`src/include/nco_consts.svh`:
```
`ifndef NCO_CONSTS_SVH
`define NCO_CONSTS_SVH

// period word, fixed point.
`define NCO_DATA_W 32
`define NCO_FRAC_W 8   // fractional bits of the period.

// completed period counter.
`define NCO_NPER_W 32

`define NCO_ADDR_W 2

// register map.
`define NCO_ADDR_ENABLE     2'd0
`define NCO_ADDR_SOFT_RESET 2'd1
`define NCO_ADDR_PERIOD     2'd2
`define NCO_ADDR_NPER       2'd3   // read only.

`define NCO_MIN_QUANT 2   // shortest whole period giving a clock.

`endif

```
`src/logic/nco_csr_pkg.sv`:
```
`include "nco_consts.svh"

package nco_csr_pkg;

  // register address on the request bus.
  typedef logic [`NCO_ADDR_W-1:0] csr_addr_t;

  // data word on both buses.
  typedef logic [`NCO_DATA_W-1:0] csr_data_t;

  // read response tracking.
  typedef enum logic {
    RSP_IDLE = 1'b0,  // no response owed.
    RSP_PEND = 1'b1   // read data waiting for rsp_ready_i.
  } rsp_state_t;

endpackage

```
`src/logic/nco_data_pkg.sv`:
```
`include "nco_consts.svh"

package nco_data_pkg;

  // fixed-point period, also the error accumulator.
  typedef logic [`NCO_DATA_W-1:0] period_t;

  // whole cycles, integer part of a period.
  typedef logic [`NCO_DATA_W-`NCO_FRAC_W-1:0] quant_t;

  typedef logic [`NCO_NPER_W-1:0] nper_t;   // completed output periods.

endpackage

```
`src/logic/nco_core.sv`:
```
`timescale 1ns/1ps
`include "nco_consts.svh"

module nco_core (
  input  logic                  clk_i,
  input  logic                  rst_n_i,
  input  logic                  enable_i,
  input  logic                  soft_reset_i,
  input  logic                  period_wen_i,
  input  nco_data_pkg::period_t period_wdata_i,
  output nco_data_pkg::period_t period_r_o,
  output nco_data_pkg::nper_t   nper_o,
  output logic                  clk_o
);

  nco_data_pkg::period_t   period_r;   // programmed period.
  nco_data_pkg::period_t   acc_r;      // period plus carried error.
  nco_data_pkg::period_t   diff;
  nco_data_pkg::quant_t    acc_int;
  nco_data_pkg::quant_t    quant;
  nco_data_pkg::quant_t    cnt_r;
  nco_data_pkg::nper_t     nper_r;
  logic [`NCO_FRAC_W-1:0]  acc_frac;
  logic                    quant_ok;
  logic                    wrap;
  logic                    clk_nxt;
  logic                    clk_r;

  assign acc_int  = acc_r[`NCO_DATA_W-1:`NCO_FRAC_W];
  assign acc_frac = acc_r[`NCO_FRAC_W-1:0];

  // round to nearest, ties go by parity of the integer part.
  always_comb begin
    if (acc_frac == {1'b1, {(`NCO_FRAC_W-1){1'b0}}}) begin
      quant = acc_int + nco_data_pkg::quant_t'(^acc_int);
    end else if (acc_frac[`NCO_FRAC_W-1]) begin
      quant = acc_int + nco_data_pkg::quant_t'(1);
    end else begin
      quant = acc_int;
    end
  end

  // error left over by the period just emitted.
  assign diff = period_r - {quant, {`NCO_FRAC_W{1'b0}}};

  assign quant_ok = (quant >= nco_data_pkg::quant_t'(`NCO_MIN_QUANT));
  assign wrap     = enable_i && quant_ok && (cnt_r == quant - nco_data_pkg::quant_t'(1));

  // high for the upper part of each period.
  assign clk_nxt = quant_ok && (cnt_r > (quant >> 1));

  always_ff @(posedge clk_i or negedge rst_n_i) begin
    if (!rst_n_i) begin
      period_r <= '0;
    end else if (soft_reset_i) begin
      period_r <= '0;
    end else if (period_wen_i) begin
      period_r <= period_wdata_i;
    end
  end

  // error accumulator, reloaded on a period write.
  always_ff @(posedge clk_i or negedge rst_n_i) begin
    if (!rst_n_i) begin
      acc_r <= '0;
    end else if (soft_reset_i) begin
      acc_r <= '0;
    end else if (period_wen_i) begin
      acc_r <= period_wdata_i;
    end else if (wrap) begin
      acc_r <= acc_r + diff;
    end
  end

  // modulo-quant period counter.
  always_ff @(posedge clk_i or negedge rst_n_i) begin
    if (!rst_n_i) begin
      cnt_r <= '0;
    end else if (soft_reset_i || period_wen_i) begin
      cnt_r <= '0;
    end else if (enable_i) begin
      if (!quant_ok || wrap) begin
        cnt_r <= '0;   // held at zero when the period is too short.
      end else begin
        cnt_r <= cnt_r + nco_data_pkg::quant_t'(1);
      end
    end
  end

  always_ff @(posedge clk_i or negedge rst_n_i) begin
    if (!rst_n_i) begin
      nper_r <= '0;
    end else if (soft_reset_i) begin
      nper_r <= '0;
    end else if (wrap) begin
      nper_r <= nper_r + nco_data_pkg::nper_t'(1);   // one per completed period.
    end
  end

  // output clock, one cycle behind the counter.
  always_ff @(posedge clk_i or negedge rst_n_i) begin
    if (!rst_n_i) begin
      clk_r <= 1'b0;
    end else if (soft_reset_i) begin
      clk_r <= 1'b0;
    end else if (enable_i) begin
      clk_r <= clk_nxt;
    end
  end

  assign period_r_o = period_r;
  assign nper_o     = nper_r;
  assign clk_o      = clk_r;

endmodule

```
`src/logic/nco_csr_regs.sv`:
```
`timescale 1ns/1ps
`include "nco_consts.svh"

module nco_csr_regs (
  input  logic                   clk_i,
  input  logic                   rst_n_i,
  // request bus.
  input  logic                   req_valid_i,
  output logic                   req_ready_o,
  input  logic                   req_we_i,
  input  nco_csr_pkg::csr_addr_t req_addr_i,
  input  nco_csr_pkg::csr_data_t req_wdata_i,
  // response bus.
  output logic                   rsp_valid_o,
  input  logic                   rsp_ready_i,
  output nco_csr_pkg::csr_data_t rsp_rdata_o,
  // core control.
  output logic                   enable_o,
  output logic                   soft_reset_o,
  output logic                   period_wen_o,
  output nco_data_pkg::period_t  period_wdata_o,
  input  nco_data_pkg::period_t  period_r_i,
  input  nco_data_pkg::nper_t    nper_i
);

  nco_csr_pkg::rsp_state_t rsp_state;
  nco_csr_pkg::csr_data_t  rd_data;
  nco_csr_pkg::csr_data_t  rsp_rdata_r;
  logic                    enable_r;
  logic                    req_acc;
  logic                    wr_acc;
  logic                    rd_acc;

  // stall only while a read response is owed.
  assign req_ready_o = (rsp_state == nco_csr_pkg::RSP_IDLE);
  assign req_acc     = req_valid_i && req_ready_o;
  assign wr_acc      = req_acc && req_we_i;
  assign rd_acc      = req_acc && !req_we_i;

  // one-cycle strobes, the core acts on the accepting edge.
  assign soft_reset_o   = wr_acc && (req_addr_i == `NCO_ADDR_SOFT_RESET);
  assign period_wen_o   = wr_acc && (req_addr_i == `NCO_ADDR_PERIOD);
  assign period_wdata_o = nco_data_pkg::period_t'(req_wdata_i);

  assign enable_o    = enable_r;
  assign rsp_valid_o = (rsp_state == nco_csr_pkg::RSP_PEND);
  assign rsp_rdata_o = rsp_rdata_r;

  always_ff @(posedge clk_i or negedge rst_n_i) begin
    if (!rst_n_i) begin
      enable_r <= 1'b0;
    end else if (soft_reset_o) begin
      enable_r <= 1'b0;   // soft reset drops enable too.
    end else if (wr_acc && (req_addr_i == `NCO_ADDR_ENABLE)) begin
      enable_r <= req_wdata_i[0];
    end
  end

  // read mux.
  always_comb begin
    case (req_addr_i)
      `NCO_ADDR_ENABLE: rd_data = nco_csr_pkg::csr_data_t'(enable_r);
      `NCO_ADDR_PERIOD: rd_data = nco_csr_pkg::csr_data_t'(period_r_i);
      `NCO_ADDR_NPER:   rd_data = nco_csr_pkg::csr_data_t'(nper_i);
      default:          rd_data = '0;   // soft reset reads as zero.
    endcase
  end

  always_ff @(posedge clk_i or negedge rst_n_i) begin
    if (!rst_n_i) begin
      rsp_state <= nco_csr_pkg::RSP_IDLE;
    end else begin
      case (rsp_state)
        nco_csr_pkg::RSP_IDLE: if (rd_acc) rsp_state <= nco_csr_pkg::RSP_PEND;
        nco_csr_pkg::RSP_PEND: if (rsp_ready_i) rsp_state <= nco_csr_pkg::RSP_IDLE;
        default:               rsp_state <= nco_csr_pkg::RSP_IDLE;
      endcase
    end
  end

  // held until the master takes it.
  always_ff @(posedge clk_i) begin
    if (rd_acc) begin
      rsp_rdata_r <= rd_data;
    end
  end

endmodule

```
`src/logic/nco_top.sv`:
```
`timescale 1ns/1ps
`include "nco_consts.svh"

module nco_top (
  input  logic                   clk_i,
  input  logic                   rst_n_i,
  input  logic                   req_valid_i,
  output logic                   req_ready_o,
  input  logic                   req_we_i,
  input  nco_csr_pkg::csr_addr_t req_addr_i,
  input  nco_csr_pkg::csr_data_t req_wdata_i,
  output logic                   rsp_valid_o,
  input  logic                   rsp_ready_i,
  output nco_csr_pkg::csr_data_t rsp_rdata_o,
  output logic                   clk_o
);

  logic                  enable;
  logic                  soft_reset;   // single-cycle strobe.
  logic                  period_wen;
  nco_data_pkg::period_t period_wdata;
  nco_data_pkg::period_t period_r;
  nco_data_pkg::nper_t   nper;

  nco_csr_regs u_regs (
    .clk_i          (clk_i),
    .rst_n_i        (rst_n_i),
    .req_valid_i    (req_valid_i),
    .req_ready_o    (req_ready_o),
    .req_we_i       (req_we_i),
    .req_addr_i     (req_addr_i),
    .req_wdata_i    (req_wdata_i),
    .rsp_valid_o    (rsp_valid_o),
    .rsp_ready_i    (rsp_ready_i),
    .rsp_rdata_o    (rsp_rdata_o),
    .enable_o       (enable),
    .soft_reset_o   (soft_reset),
    .period_wen_o   (period_wen),
    .period_wdata_o (period_wdata),
    .period_r_i     (period_r),
    .nper_i         (nper)
  );

  // oscillator datapath.
  nco_core u_core (
    .clk_i          (clk_i),
    .rst_n_i        (rst_n_i),
    .enable_i       (enable),
    .soft_reset_i   (soft_reset),
    .period_wen_i   (period_wen),
    .period_wdata_i (period_wdata),
    .period_r_o     (period_r),
    .nper_o         (nper),
    .clk_o          (clk_o)
  );

endmodule

```
`config.mk`:
```
export PLATFORM = sky130hd
export DESIGN_NAME = nco_top
export DESIGN_NICKNAME = d
export VERILOG_FILES = /design/src/logic/nco_csr_pkg.sv /design/src/logic/nco_data_pkg.sv /design/src/logic/nco_core.sv /design/src/logic/nco_csr_regs.sv /design/src/logic/nco_top.sv
export VERILOG_INCLUDE_DIRS = /design/src /design/src/include
export SDC_FILE = /design/constraint.sdc
export NUM_CORES = 1
export LEC_CHECK = 0
export BUFFER_PORTS_ARGS = -buffer_cell sky130_fd_sc_hd__buf_2
export CORE_MARGIN = 3
export CORE_UTILIZATION = 45
export DETAILED_ROUTE_END_ITERATION = 8
export HOLD_SLACK_MARGIN = 0.03
export PLACE_DENSITY = 0.58
export SLEW_MARGIN = 20
export SYNTH_ARGS = -nofsm -noshare
export SYNTH_HDL_FRONTEND = slang
export SYNTH_SLANG_ARGS = --single-unit
```
`constraint.sdc`:
```
create_clock -name clk_i -period 10 [get_ports clk_i]
set_clock_uncertainty 0.1 [all_clocks]
set_input_delay 0 -clock clk_i [delete_from_list [all_inputs] [get_ports clk_i]]
set_output_delay 0 -clock clk_i [all_outputs]
set_load 0.05 [all_outputs]
```
==> reports/qor.yml, run 1 <==
ys.flop_type: "dfrtp_1"
ir_worst_vdd_mv: 0.151
crit_type: "register to register"
nNetsFinal: 1612
port_buffers: 73
slowest_delay_ps: 1100
start_kind: "register"
relSlewSlack_pct: 34.9
synth_edf_count: 32
p_int_mw: 1.90
dr.pass1.iters: 6
timing.rr.start: "u_core.acc_r[9]$_DFFE_PN0P_"
leakagePower_nw: 6.14
final_core_util_pct: 52.2
end_kind: "register"
grt_busiest_layer: "met2"
grt_max_degree: 72
use_met3_pct: 4.19
ios: 74
num-fill-cells: 2559
outcome: "finished, final reports clean"
yosysSeqAreaShare_pct: 32.3
n_antenna_cell: 0
fin_tns_setup_ps: 0
cts-resized-gates: 0
crit_buf_inv: 3
critPathTopFamily: "simple AND/OR/NAND/NOR gates"
cp.required_ps: 10230
slew_violations: 0
pwr-share-seq_pct: 25.8
combPwrFrac_pct: 55.1
synthArstFlopShare_pct: 79.4
crit_start: "u_core.acc_r[9]$_DFFE_PN0P_"
hold_viol: 0
fp.coreArea_sq_mm: 0.0271
grt_usage_pct: 24.2
antenna_found_initial: 0
synth_nets: 1538
drtIter0Drc: 863
vias: 11000
die-area_sq_mm: 0.0298
ys_types: 89
dp_hpwl_um: 26400
fin_crit_sh_pct: 73.6
area_delta_synth_final_pct: 13.2
synthCells: 1399
cp_max_fo: 45
clock_power_share_pct: 19.2
final_layout_size_suffix_gt1_share_pct: 10.2
die_y_um: 173
worstHoldPathType: "input port to register"
synth_area_sq_mm: 0.0125
ys_ff_latch: 155
switchingPower_mw: 1.59
path_cells: "ha_1 -> xor2_1 -> xnor2_1 -> xnor2_1 -> xnor2_1 -> ha_1 -> ha_1 -> nand3_1 -> o21ai_0 -> inv_1 -> ha_1 -> inv_1 -> nor4_1 -> and3_1 -> o211ai_1 -> a211o_1 -> nor3_1 -> nand4_1 -> or4b_2 -> buf_4 -> nand2_2 -> mux2_2"
row_count: 60
clockBufferDepth: 2
switching_share_pct: 45.7
grt_pass1_wl_um: 58000
synth_warnings: 0
postRouteAntennaNets: 0
max_cap_violations: 0
viasPerCell: 5.91
start_util_pct: 46.1
use_met2_pct: 37.9
fin_crit_ps: 7360
drc: 0
wl_per_cell_um: 19.4
clockRootBuffer: "clkbuf_16"
overflow: 0
htreeDepth: 4
clock_latency_ps: 450
timing.fmax_ghz: 0.136
place.gp.congestion: 0.885
path_common_cell: "ha_1"
p_per_area_mw_per_mm2: 247
wirelength_um: 36000
syn_avg_cell_area_sq_um: 8.92
r2r_setup_slack_ps: 2640
rsz0062_at_grt: "false"
tightest_slew_ps: 977
clock_sinks: 155
cts_tree: "done"
setup_viol: 0
grt_pass1_vias: 10600
cp.arrival_ps: 7590
dieWidth_um: 173
grtUsageMet1_pct: 34.9
min_from: "req_addr_i[1]"
path_clk_slew_ps: 80
cts_buffers: 17
slowest_stage: "or4b_2"
[per-layer routing]
metal / vias to the layer above / part of all wire (%)
met2: 282 / 45
met3: 47 / 5.4
met1: 5346 / 48
met4: 0 / 2.1
li1: 5297 / -
met5: - / 0
[layout by cell type (no fill, tap or decap), drive strengths merged, types with 20 or more instances in the layout]
master,count
a21oi,68
a31oi,30
and3,44
buf,87
dfrtp,123
dlygate4sd3,37
edfxtp,32
fa,21
ha,79
inv,113
mux2i,64
nand2,128
nand3,87
nand4,29
nor2,47
nor2b,37
nor3,20
o21ai,67
o31ai,26
or4,33
xnor2,53
xor2,35
[worst reg2reg max path: cells and delay by family, from the launching register on]
| kind | cells | cell delay (ps) |
|---|---|---|
| adders and majority gates | 4 | 1460 |
| DFF | 1 | 510 |
| xor gates and xnor gates | 4 | 720 |
| buffers and inverters | 3 | 720 |
| and+or+nand+nor | 7 | 2700 |
| AOI/OAI and AO/OA | 3 | 650 |
| muxes | 1 | 370 |
[power groups by stage]
stage / clock [mW] / combinational (mW) / sequential (mW)
6_report: 0.669 / 1.92 / 0.900
5_1_grt: 0.704 / 2.16 / 0.919
4_1_cts: 0.683 / 1.91 / 0.897
3_5_place_dp: 0 / 1.88 / 0.909
3_3_place_gp: 0 / 1.88 / 0.905
2_1_floorplan: 0 / 1.47 / 0.875
[cells by family after synthesis]
family / after synthesis / share of synthesized area, %
fa+ha+maj: 101 / 11.4
simple gates: 501 / 22.0
flops: 155 / 32.3
compound gates: 311 / 16.7
mux: 66 / 5.31
xor+xnor: 91 / 6.77
buf+inv: 174 / 5.51
[cells in the mapped netlist, types with 5 or more instances]
cell	instances	area share, %
and3_1	43	2.2
or3_1	10	0.50
o31ai_1	26	1.6
nor2_1	46	1.4
o211ai_1	17	1.0
nor3b_1	5	0.30
nand3_1	87	3.5
and4_1	7	0.49
o311ai_1	14	0.98
o21ai_0	65	2.6
buf_1	12	0.36
nand4_1	28	1.4
clkbuf_1	40	1.2
a21o_1	16	0.96
nor4_1	7	0.35
xnor2_1	52	3.6
inv_1	105	3.2
xor2_1	35	2.5
or4_1	33	2.0
nand2_1	127	3.8
fa_1	21	3.4
edfxtp_1	32	7.7
nor3_1	20	0.80
a2bb2oi_1	8	0.56
mux2i_1	64	5.1
a31oi_1	30	1.5
dfrtp_1	123	25
ha_1	79	7.9
o2111ai_1	7	0.49
nand2b_1	15	0.75
buf_2	13	0.52
and2_1	7	0.35
a21oi_1	68	2.7
nor2b_1	37	1.9
[layout make-up]
class / count / area [sq um] / area share [%]
Clock buffer: 17 / 425 / 3.01
Multi-Input combinational cell: 1070 / 7780 / 55.0
Inverter: 105 / 394 / 2.79
Timing Repair Buffer: 124 / 867 / 6.13
Clock inverter: 15 / 168 / 1.19
Sequential cell: 155 / 4040 / 28.6
Tap cell: 372 / 465 / 3.29
[state kept, by name, indices dropped and copies added (netlist names)]
signal              cells
u_core.acc_r           32
u_core.nper_o          32
u_core.period_r_o      32
u_regs.rsp_rdata_o     32
u_core.cnt_r           24
u_core.clk_o            1
u_regs.enable_o         1
u_regs.rsp_valid_o      1
[path summary, 6_finish.rpt]
check                                                   endpoint  cells after the start
worst max-delay path                u_core.acc_r[27]$_DFFE_PN0P_                     22
worst min-delay path            u_regs.rsp_rdata_o[29]$_DFFE_PP_                      2
worst max register to register      u_core.acc_r[27]$_DFFE_PN0P_                     22
worst min register to register          u_core.clk_o$_DFFE_PN0P_                      2
max in group asynchronous          u_core.nper_o[24]$_DFFE_PN0P_                      4
min in group asynchronous            u_core.cnt_r[3]$_DFFE_PN0P_                      4
[repair_timing]
| action | 4_1_cts | 5_1_grt |
|---|---|---|
| buffers inserted | 0 | 0 |
| hold buffers | 38 | 0 |
| setup endpoints to repair | 0 | 0 |
| endpoints found under the hold margin | 118 | 0 |
[stage by stage]
stage | cells | area, sq um | power (mW) | setup WS (ps) | hold slack (ps)
detailed placement | 1788 | 13100 | 2.79 | 2780 | -97.1
CTS | 1858 | 14100 | 3.49 | 2720 | 84.9
global placement | 1788 | 13100 | 2.78 | 2870 | -94.4
floorplan | 1399 | 12500 | 2.35 | 4250 | -396
global route | 1858 | 14100 | 3.78 | 2150 | 127
finish | 1858 | 14100 | 3.49 | 2640 | 101
Power figures use the tool's default switching activity.
==> inputs of run 2 (changes only) <==
--- a/config.mk
+++ b/config.mk
@@ -11,7 +11,7 @@
 export CORE_UTILIZATION = 45
 export DETAILED_ROUTE_END_ITERATION = 8
 export HOLD_SLACK_MARGIN = 0.03
-export PLACE_DENSITY = 0.58
+export PLACE_DENSITY = 0.6
 export SLEW_MARGIN = 20
 export SYNTH_ARGS = -nofsm -noshare
 export SYNTH_HDL_FRONTEND = slang
==> constraint.sdc (replaced) <==
create_clock -name clk_i -period 6 [get_ports clk_i]
set_clock_uncertainty 0.1 [all_clocks]
set_input_delay 0 -clock clk_i [delete_from_list [all_inputs] [get_ports clk_i]]
set_output_delay 0 -clock clk_i [all_outputs]
set_load 0.05 [all_outputs]
==> reports/qor.yml, run 2 (synthesis results as in run 1) <==
outcome: "finished, final reports clean"
final_core_util_pct: 55.1  # +3.0 points
dieWidth_um: 173  # unchanged
crit_type: "register to register"
design_area_sq_mm: 0.0149  # +5.7%
clockBufferDepth: 2  # unchanged
row_count: 60  # unchanged
drc: 0  # unchanged
layout_commonest_cell: "nand2_1"
start_util_pct: 46.1  # unchanged
cts_buffers: 17  # unchanged
antenna_found_initial: 0  # unchanged
grt_max_degree: 75  # +4.2%
mostFrequentLayoutCells: "126 x nand2_1, 123 x dfrtp_1, 104 x inv_1"
grt_usage_pct: 24.2  # about the same
wl_per_cell_um: 19.0  # -1.7%
instances_no_fill: 1929  # +3.8%
whs_ps: 46.1  # -54.8 ps
nNetsFinal: 1683  # +4.4%
fin_crit_ps: 5860  # -1500 ps
rsz0062_at_grt: "true"
overflow: 0  # unchanged
cts_tree: "done"
grt_pass1_wl_um: 58700  # +1.2%
place_area_sq_mm: 0.0137  # +4.3%
tightest_slew_ps: 1000  # +25.3 ps
area_delta_synth_final_pct: 19.7
relSlewSlack_pct: 33.2  # -1.7 points
final_layout_size_suffix_gt1_share_pct: 16.5  # +6.3 points
port_buffers: 73  # unchanged
postRouteAntennaNets: 0  # unchanged
leakagePower_nw: 6.55  # +6.7%
start_kind: "register"
ios: 74  # unchanged
place.gp.congestion: 0.943  # +6.6%
fin_crit_sh_pct: 97.6  # +24 points
worstHoldPathType: "input port to asynchronous set/reset pin"
dp_hpwl_um: 27200  # +3.1%
die_y_um: 173  # unchanged
dr.pass1.iters: 5  # -1
ir_worst_vdd_mv: 0.226  # +50%
grt_pass1_vias: 10800  # +2.1%
max_cap_violations: 0  # unchanged
htreeDepth: 4  # unchanged
cp.arrival_ps: 6110  # -1480 ps
drtIter0Drc: 1158  # +34%
clock_sinks: 155  # unchanged
hold_viol: 0  # unchanged
clockRootBuffer: "clkbuf_16"
viasPerCell: 5.90  # about the same
vias: 11400  # +3.8%
fp.coreArea_sq_mm: 0.0271  # unchanged
dp.cells: 1858  # +3.9%
p_per_area_mw_per_mm2: 422  # +71%
slew_violations: 0  # unchanged
wirelength_um: 36700  # +2.1%
die-area_sq_mm: 0.0298  # unchanged
cp_max_fo: 4  # -91%
path_clk_slew_ps: 80  # about the same
n_antenna_cell: 0  # unchanged
clock_latency_ps: 430  # -20 ps
timing.fmax_ghz: 0.171  # +26%
cp.required_ps: 6250  # -3980 ps
end_kind: "register"
setup_viol: 0  # unchanged
==> run 2: path summary, 6_finish.rpt <==
check | startpoint | slack [ps] | depth (start not counted) | endpoint
max | u_core.acc_r[20]$_DFFE_PN0P_ | 140 | 24 | u_core.acc_r[28]$_DFFE_PN0P_
min in group clk_i | req_we_i | 90 | 3 | u_regs.rsp_rdata_o[31]$_DFFE_PP_
max reg2reg | u_core.acc_r[20]$_DFFE_PN0P_ | 140 | 24 | u_core.acc_r[28]$_DFFE_PN0P_
min reg2reg | u_core.period_r_o[0]$_DFFE_PN0N_ | 430 | 2 | u_core.period_r_o[0]$_DFFE_PN0N_
min | rst_n_i | 50 | 3 | u_core.acc_r[9]$_DFFE_PN0P_
max in group asynchronous | rst_n_i | 4780 | 3 | u_core.acc_r[18]$_DFFE_PN0P_
==> run 2: cell type report <==
| class | instances | area (sq um) |
|---|---|---|
| Multi-Input combinational cell | 1070 | 8000 |
| Inverter | 105 | 394 |
| Tap cell | 372 | 465 |
| Sequential cell | 155 | 4040 |
| Clock buffer | 17 | 425 |
| Clock inverter | 15 | 170 |
| Fill cell | 2468 | 12200 |
| Timing Repair Buffer | 195 | 1450 |
==> run 2: power by group <==
group | total [mW] | internal, mW | switching (mW)
Clock | 1.11 | 0.564 | 0.546
Combinational | 3.76 | 1.67 | 2.09
Sequential | 1.43 | 1.24 | 0.187
Total | 6.30 | 3.47 | 2.82
==> run 2: metrics by stage <==
| stage | worst slack (ps) | TNS, ps | power, mW |
|---|---|---|---|
| 6_report | 142 | 0 | 6.30 |
| 5_1_grt | -142 | -398 | 6.79 |
| 4_1_cts | 37.3 | 0 | 6.11 |
| 3_5_place_dp | -75.1 | -166 | 4.89 |
| 3_3_place_gp | 66.1 | 0 | 4.84 |
| 2_1_floorplan | 253 | 0 | 3.91 |
==> run 2: critical path: stages (launching register included) <==
cell and delay [ps]:
dfrtp_1 410, ha_1 350, xnor2_2 160, xnor2_1 210
xnor2_1 200, xnor2_2 180, ha_2 250, ha_2 220
nor2b_1 70, o211ai_1 180, nand2_1 100, inv_1 130
fa_1 440, ha_1 370, a21oi_1 140, o21ai_0 140
or3_1 370, o211ai_1 280, nand3_1 180, a31oi_4 200
o31a_1 190, o21ai_2 90, nand2_1 90, or4b_2 580
a31oi_1 180
==> run 2: repair_timing <==
item,4_1_cts,5_1_grt
resized for setup,5,41
hold buffers,38,0
buffers inserted,0,1
hold endpoints to repair,115,0
pin swaps,0,8
endpoints found under the setup margin,6,81
==> run 2: metal layers <==
layer | wire length (um) | track usage, % | share of wire (%) | up-vias
met5 | 0 | 0 | 0 | -
met4 | 628 | 5.14 | 1.7 | 0
met1 | 17300 | 35.3 | 47 | 5600
li1 | - | - | - | 5420
met3 | 2050 | 4.13 | 5.6 | 38
met2 | 16700 | 38.1 | 46 | 331
==> inputs of run 3 (changes only) <==
--- a/config.mk
+++ b/config.mk
@@ -11,7 +11,7 @@
 export CORE_UTILIZATION = 45
 export DETAILED_ROUTE_END_ITERATION = 8
 export HOLD_SLACK_MARGIN = 0.03
-export PLACE_DENSITY = 0.6
+export PLACE_DENSITY_LB_ADDON = 0.12
 export SLEW_MARGIN = 20
 export SYNTH_ARGS = -nofsm -noshare
 export SYNTH_HDL_FRONTEND = slang
==> reports/qor.yml, run 3 (synthesis results as in run 1) <==
reg2reg_depth: 27  # +13%
worstHoldPathType: "input port to asynchronous set/reset pin"
cp.required_ps: 6220  # -30 ps
drc: 0  # unchanged
timing.fmax_ghz: 0.171  # +0.13%
postRouteAntennaNets: 0  # unchanged
ios: 74  # unchanged
dp_hpwl_um: 27000  # -0.67%
design_area_sq_mm: 0.0150  # +0.65%
setup_viol: 0  # unchanged
antenna_found_initial: 0  # unchanged
fin_ws_ps: 150  # +7.44 ps
reg2reg_to: "u_core.acc_r[27]$_DFFE_PN0P_"
num-fill-cells: 2431  # -1.5%
overflow: 0  # unchanged
cp.arrival_ps: 6070  # -40 ps
multi_input_area_sq_mm: 0.00810  # +1.3%
slowest_delay_ps: 490  # -90 ps
path_clk_slew_ps: 70  # about the same
viasPerCell: 5.82  # -1.5%
outcome: "finished, final reports clean"
critPathTopFamily: "adder cells"
wl_per_cell_um: 19.0  # about the same
wirelength_um: 36800  # +0.12%
grt_usage_pct: 24.3  # +0.10 points
mostFrequentLayoutCells: "126 x nand2_1, 123 x dfrtp_1, 104 x inv_1"
area_delta_synth_final_pct: 20.4
tightest_slew_ps: 758  # -244 ps
place.gp.congestion: 0.930  # -1.4%
crit_buf_inv: 4  # +3
relSlewSlack_pct: 49.3  # +16 points
clock_sinks: 155  # unchanged
final_core_util_pct: 55.5  # +0.36 points
place_area_sq_mm: 0.0137  # +0.16%
vias: 11200  # -1.3%
nNetsFinal: 1687  # +0.24%
final_layout_size_suffix_gt1_share_pct: 17.7  # +1.2 points
clockBufferDepth: 2  # unchanged
end_kind: "register"
fp.coreArea_sq_mm: 0.0271  # unchanged
grt_pass1_wl_um: 58700  # about the same
port_buffers: 73  # unchanged
die-area_sq_mm: 0.0298  # unchanged
htreeDepth: 4  # unchanged
clockRootBuffer: "clkbuf_16"
clock_latency_ps: 450  # +20 ps
fin_crit_sh_pct: 97.5  # -0.12 points
r2r_setup_slack_ps: 150  # about the same
ir_worst_vdd_mv: 0.255  # +13%
cp_max_fo: 5  # +1
max_cap_violations: 0  # unchanged
die_y_um: 173  # unchanged
start_kind: "register"
slowest_stage: "fa_1"
hold_viol: 0  # unchanged
row_count: 60  # unchanged
dr.pass1.iters: 5  # unchanged
dieWidth_um: 173  # unchanged
cp.depth: 27  # +13%
crit_type: "register to register"
fin_crit_ps: 5850  # -7.44 ps
pre_cts_ws_ps: -66.8  # +8.27 ps
whs_ps: 70.6  # +24.5 ps
layout_commonest_cell: "nand2_1"
grt_max_degree: 72  # -4.0%
cts_buffers: 17  # unchanged
slew_violations: 0  # unchanged
drtIter0Drc: 1148  # -0.86%
p_per_area_mw_per_mm2: 425  # +0.76%
cts_tree: "done"
fin_tns_setup_ps: 0  # unchanged
timing.rr.start: "u_core.acc_r[20]$_DFFE_PN0P_"
seqCellArea_sq_mm: 0.00404  # unchanged
grt_pass1_vias: 10700  # -0.91%
start_util_pct: 46.1  # unchanged
leakagePower_nw: 6.56  # +0.12%
n_antenna_cell: 0  # unchanged
## run 3: stage by stage
stage               total power [mW]  cells
global placement                4.86   1861
floorplan                       3.91   1399
detailed placement              4.89   1861
CTS                             6.07   1929
global route                    6.87   1933
finish                          6.39   1933
## run 3: timing repair
item / CTS / global route
pin swaps: 1 / 16
endpoints found under the hold margin: 136 / 0
endpoints found under the setup margin: 6 / 83
setup buffers: 0 / 4
gates resized for setup: 6 / 56
hold buffers: 36 / 0
## run 3: worst max-delay path by stage
stage	start	to	slack (ps)
final	u_core.acc_r[20]$_DFFE_PN0P_	u_core.acc_r[27]$_DFFE_PN0P_	150
after global routing	u_core.acc_r[14]$_DFFE_PN0P_	u_core.acc_r[27]$_DFFE_PN0P_	-40
after CTS	u_core.acc_r[8]$_DFFE_PN0P_	u_core.nper_o[20]$_DFFE_PN0P_	5
after detailed placement	u_core.acc_r[8]$_DFFE_PN0P_	u_core.acc_r[31]$_DFFE_PN0P_	-70
after global placement	u_core.acc_r[8]$_DFFE_PN0P_	u_core.acc_r[31]$_DFFE_PN0P_	-10
after floorplan	u_core.acc_r[9]$_DFFE_PN0P_	u_core.acc_r[31]$_DFFE_PN0P_	250
## run 3: metal layers
metal	global-route usage [%]	share of wire, %
met5	0	0
met4	6.15	2.0
met3	3.38	5.0
met2	38.1	45
met1	35.6	48
## run 3: worst register-to-register path, delay by kind of cell (launching register included)
family                     cells  cell delay (ps)
muxes                          1              260
xor gates and xnor gates       5              890
AOI/OAI and AO/OA              8             1450
and+or+nand+nor                4              740
adders and majority gates      5             1520
buffers and inverters          4              380
DFF                            1              410
## run 3: cell type report
class                           count  share of cell area [%]
Sequential cell                   155                    26.9
Inverter                          105                    2.62
Clock buffer                       17                    2.83
Timing Repair Buffer              199                    9.61
Tap cell                          372                    3.10
Clock inverter                     15                    1.11
Multi-Input combinational cell   1070                    53.9
## run 3: where the power goes
part | internal [mW] | switching, mW | leakage, nW
Clock | 0.562 | 0.546 | 0.290
Combinational | 1.75 | 2.10 | 4.34
Sequential | 1.24 | 0.194 | 1.92
Total | 3.55 | 2.84 | 6.56
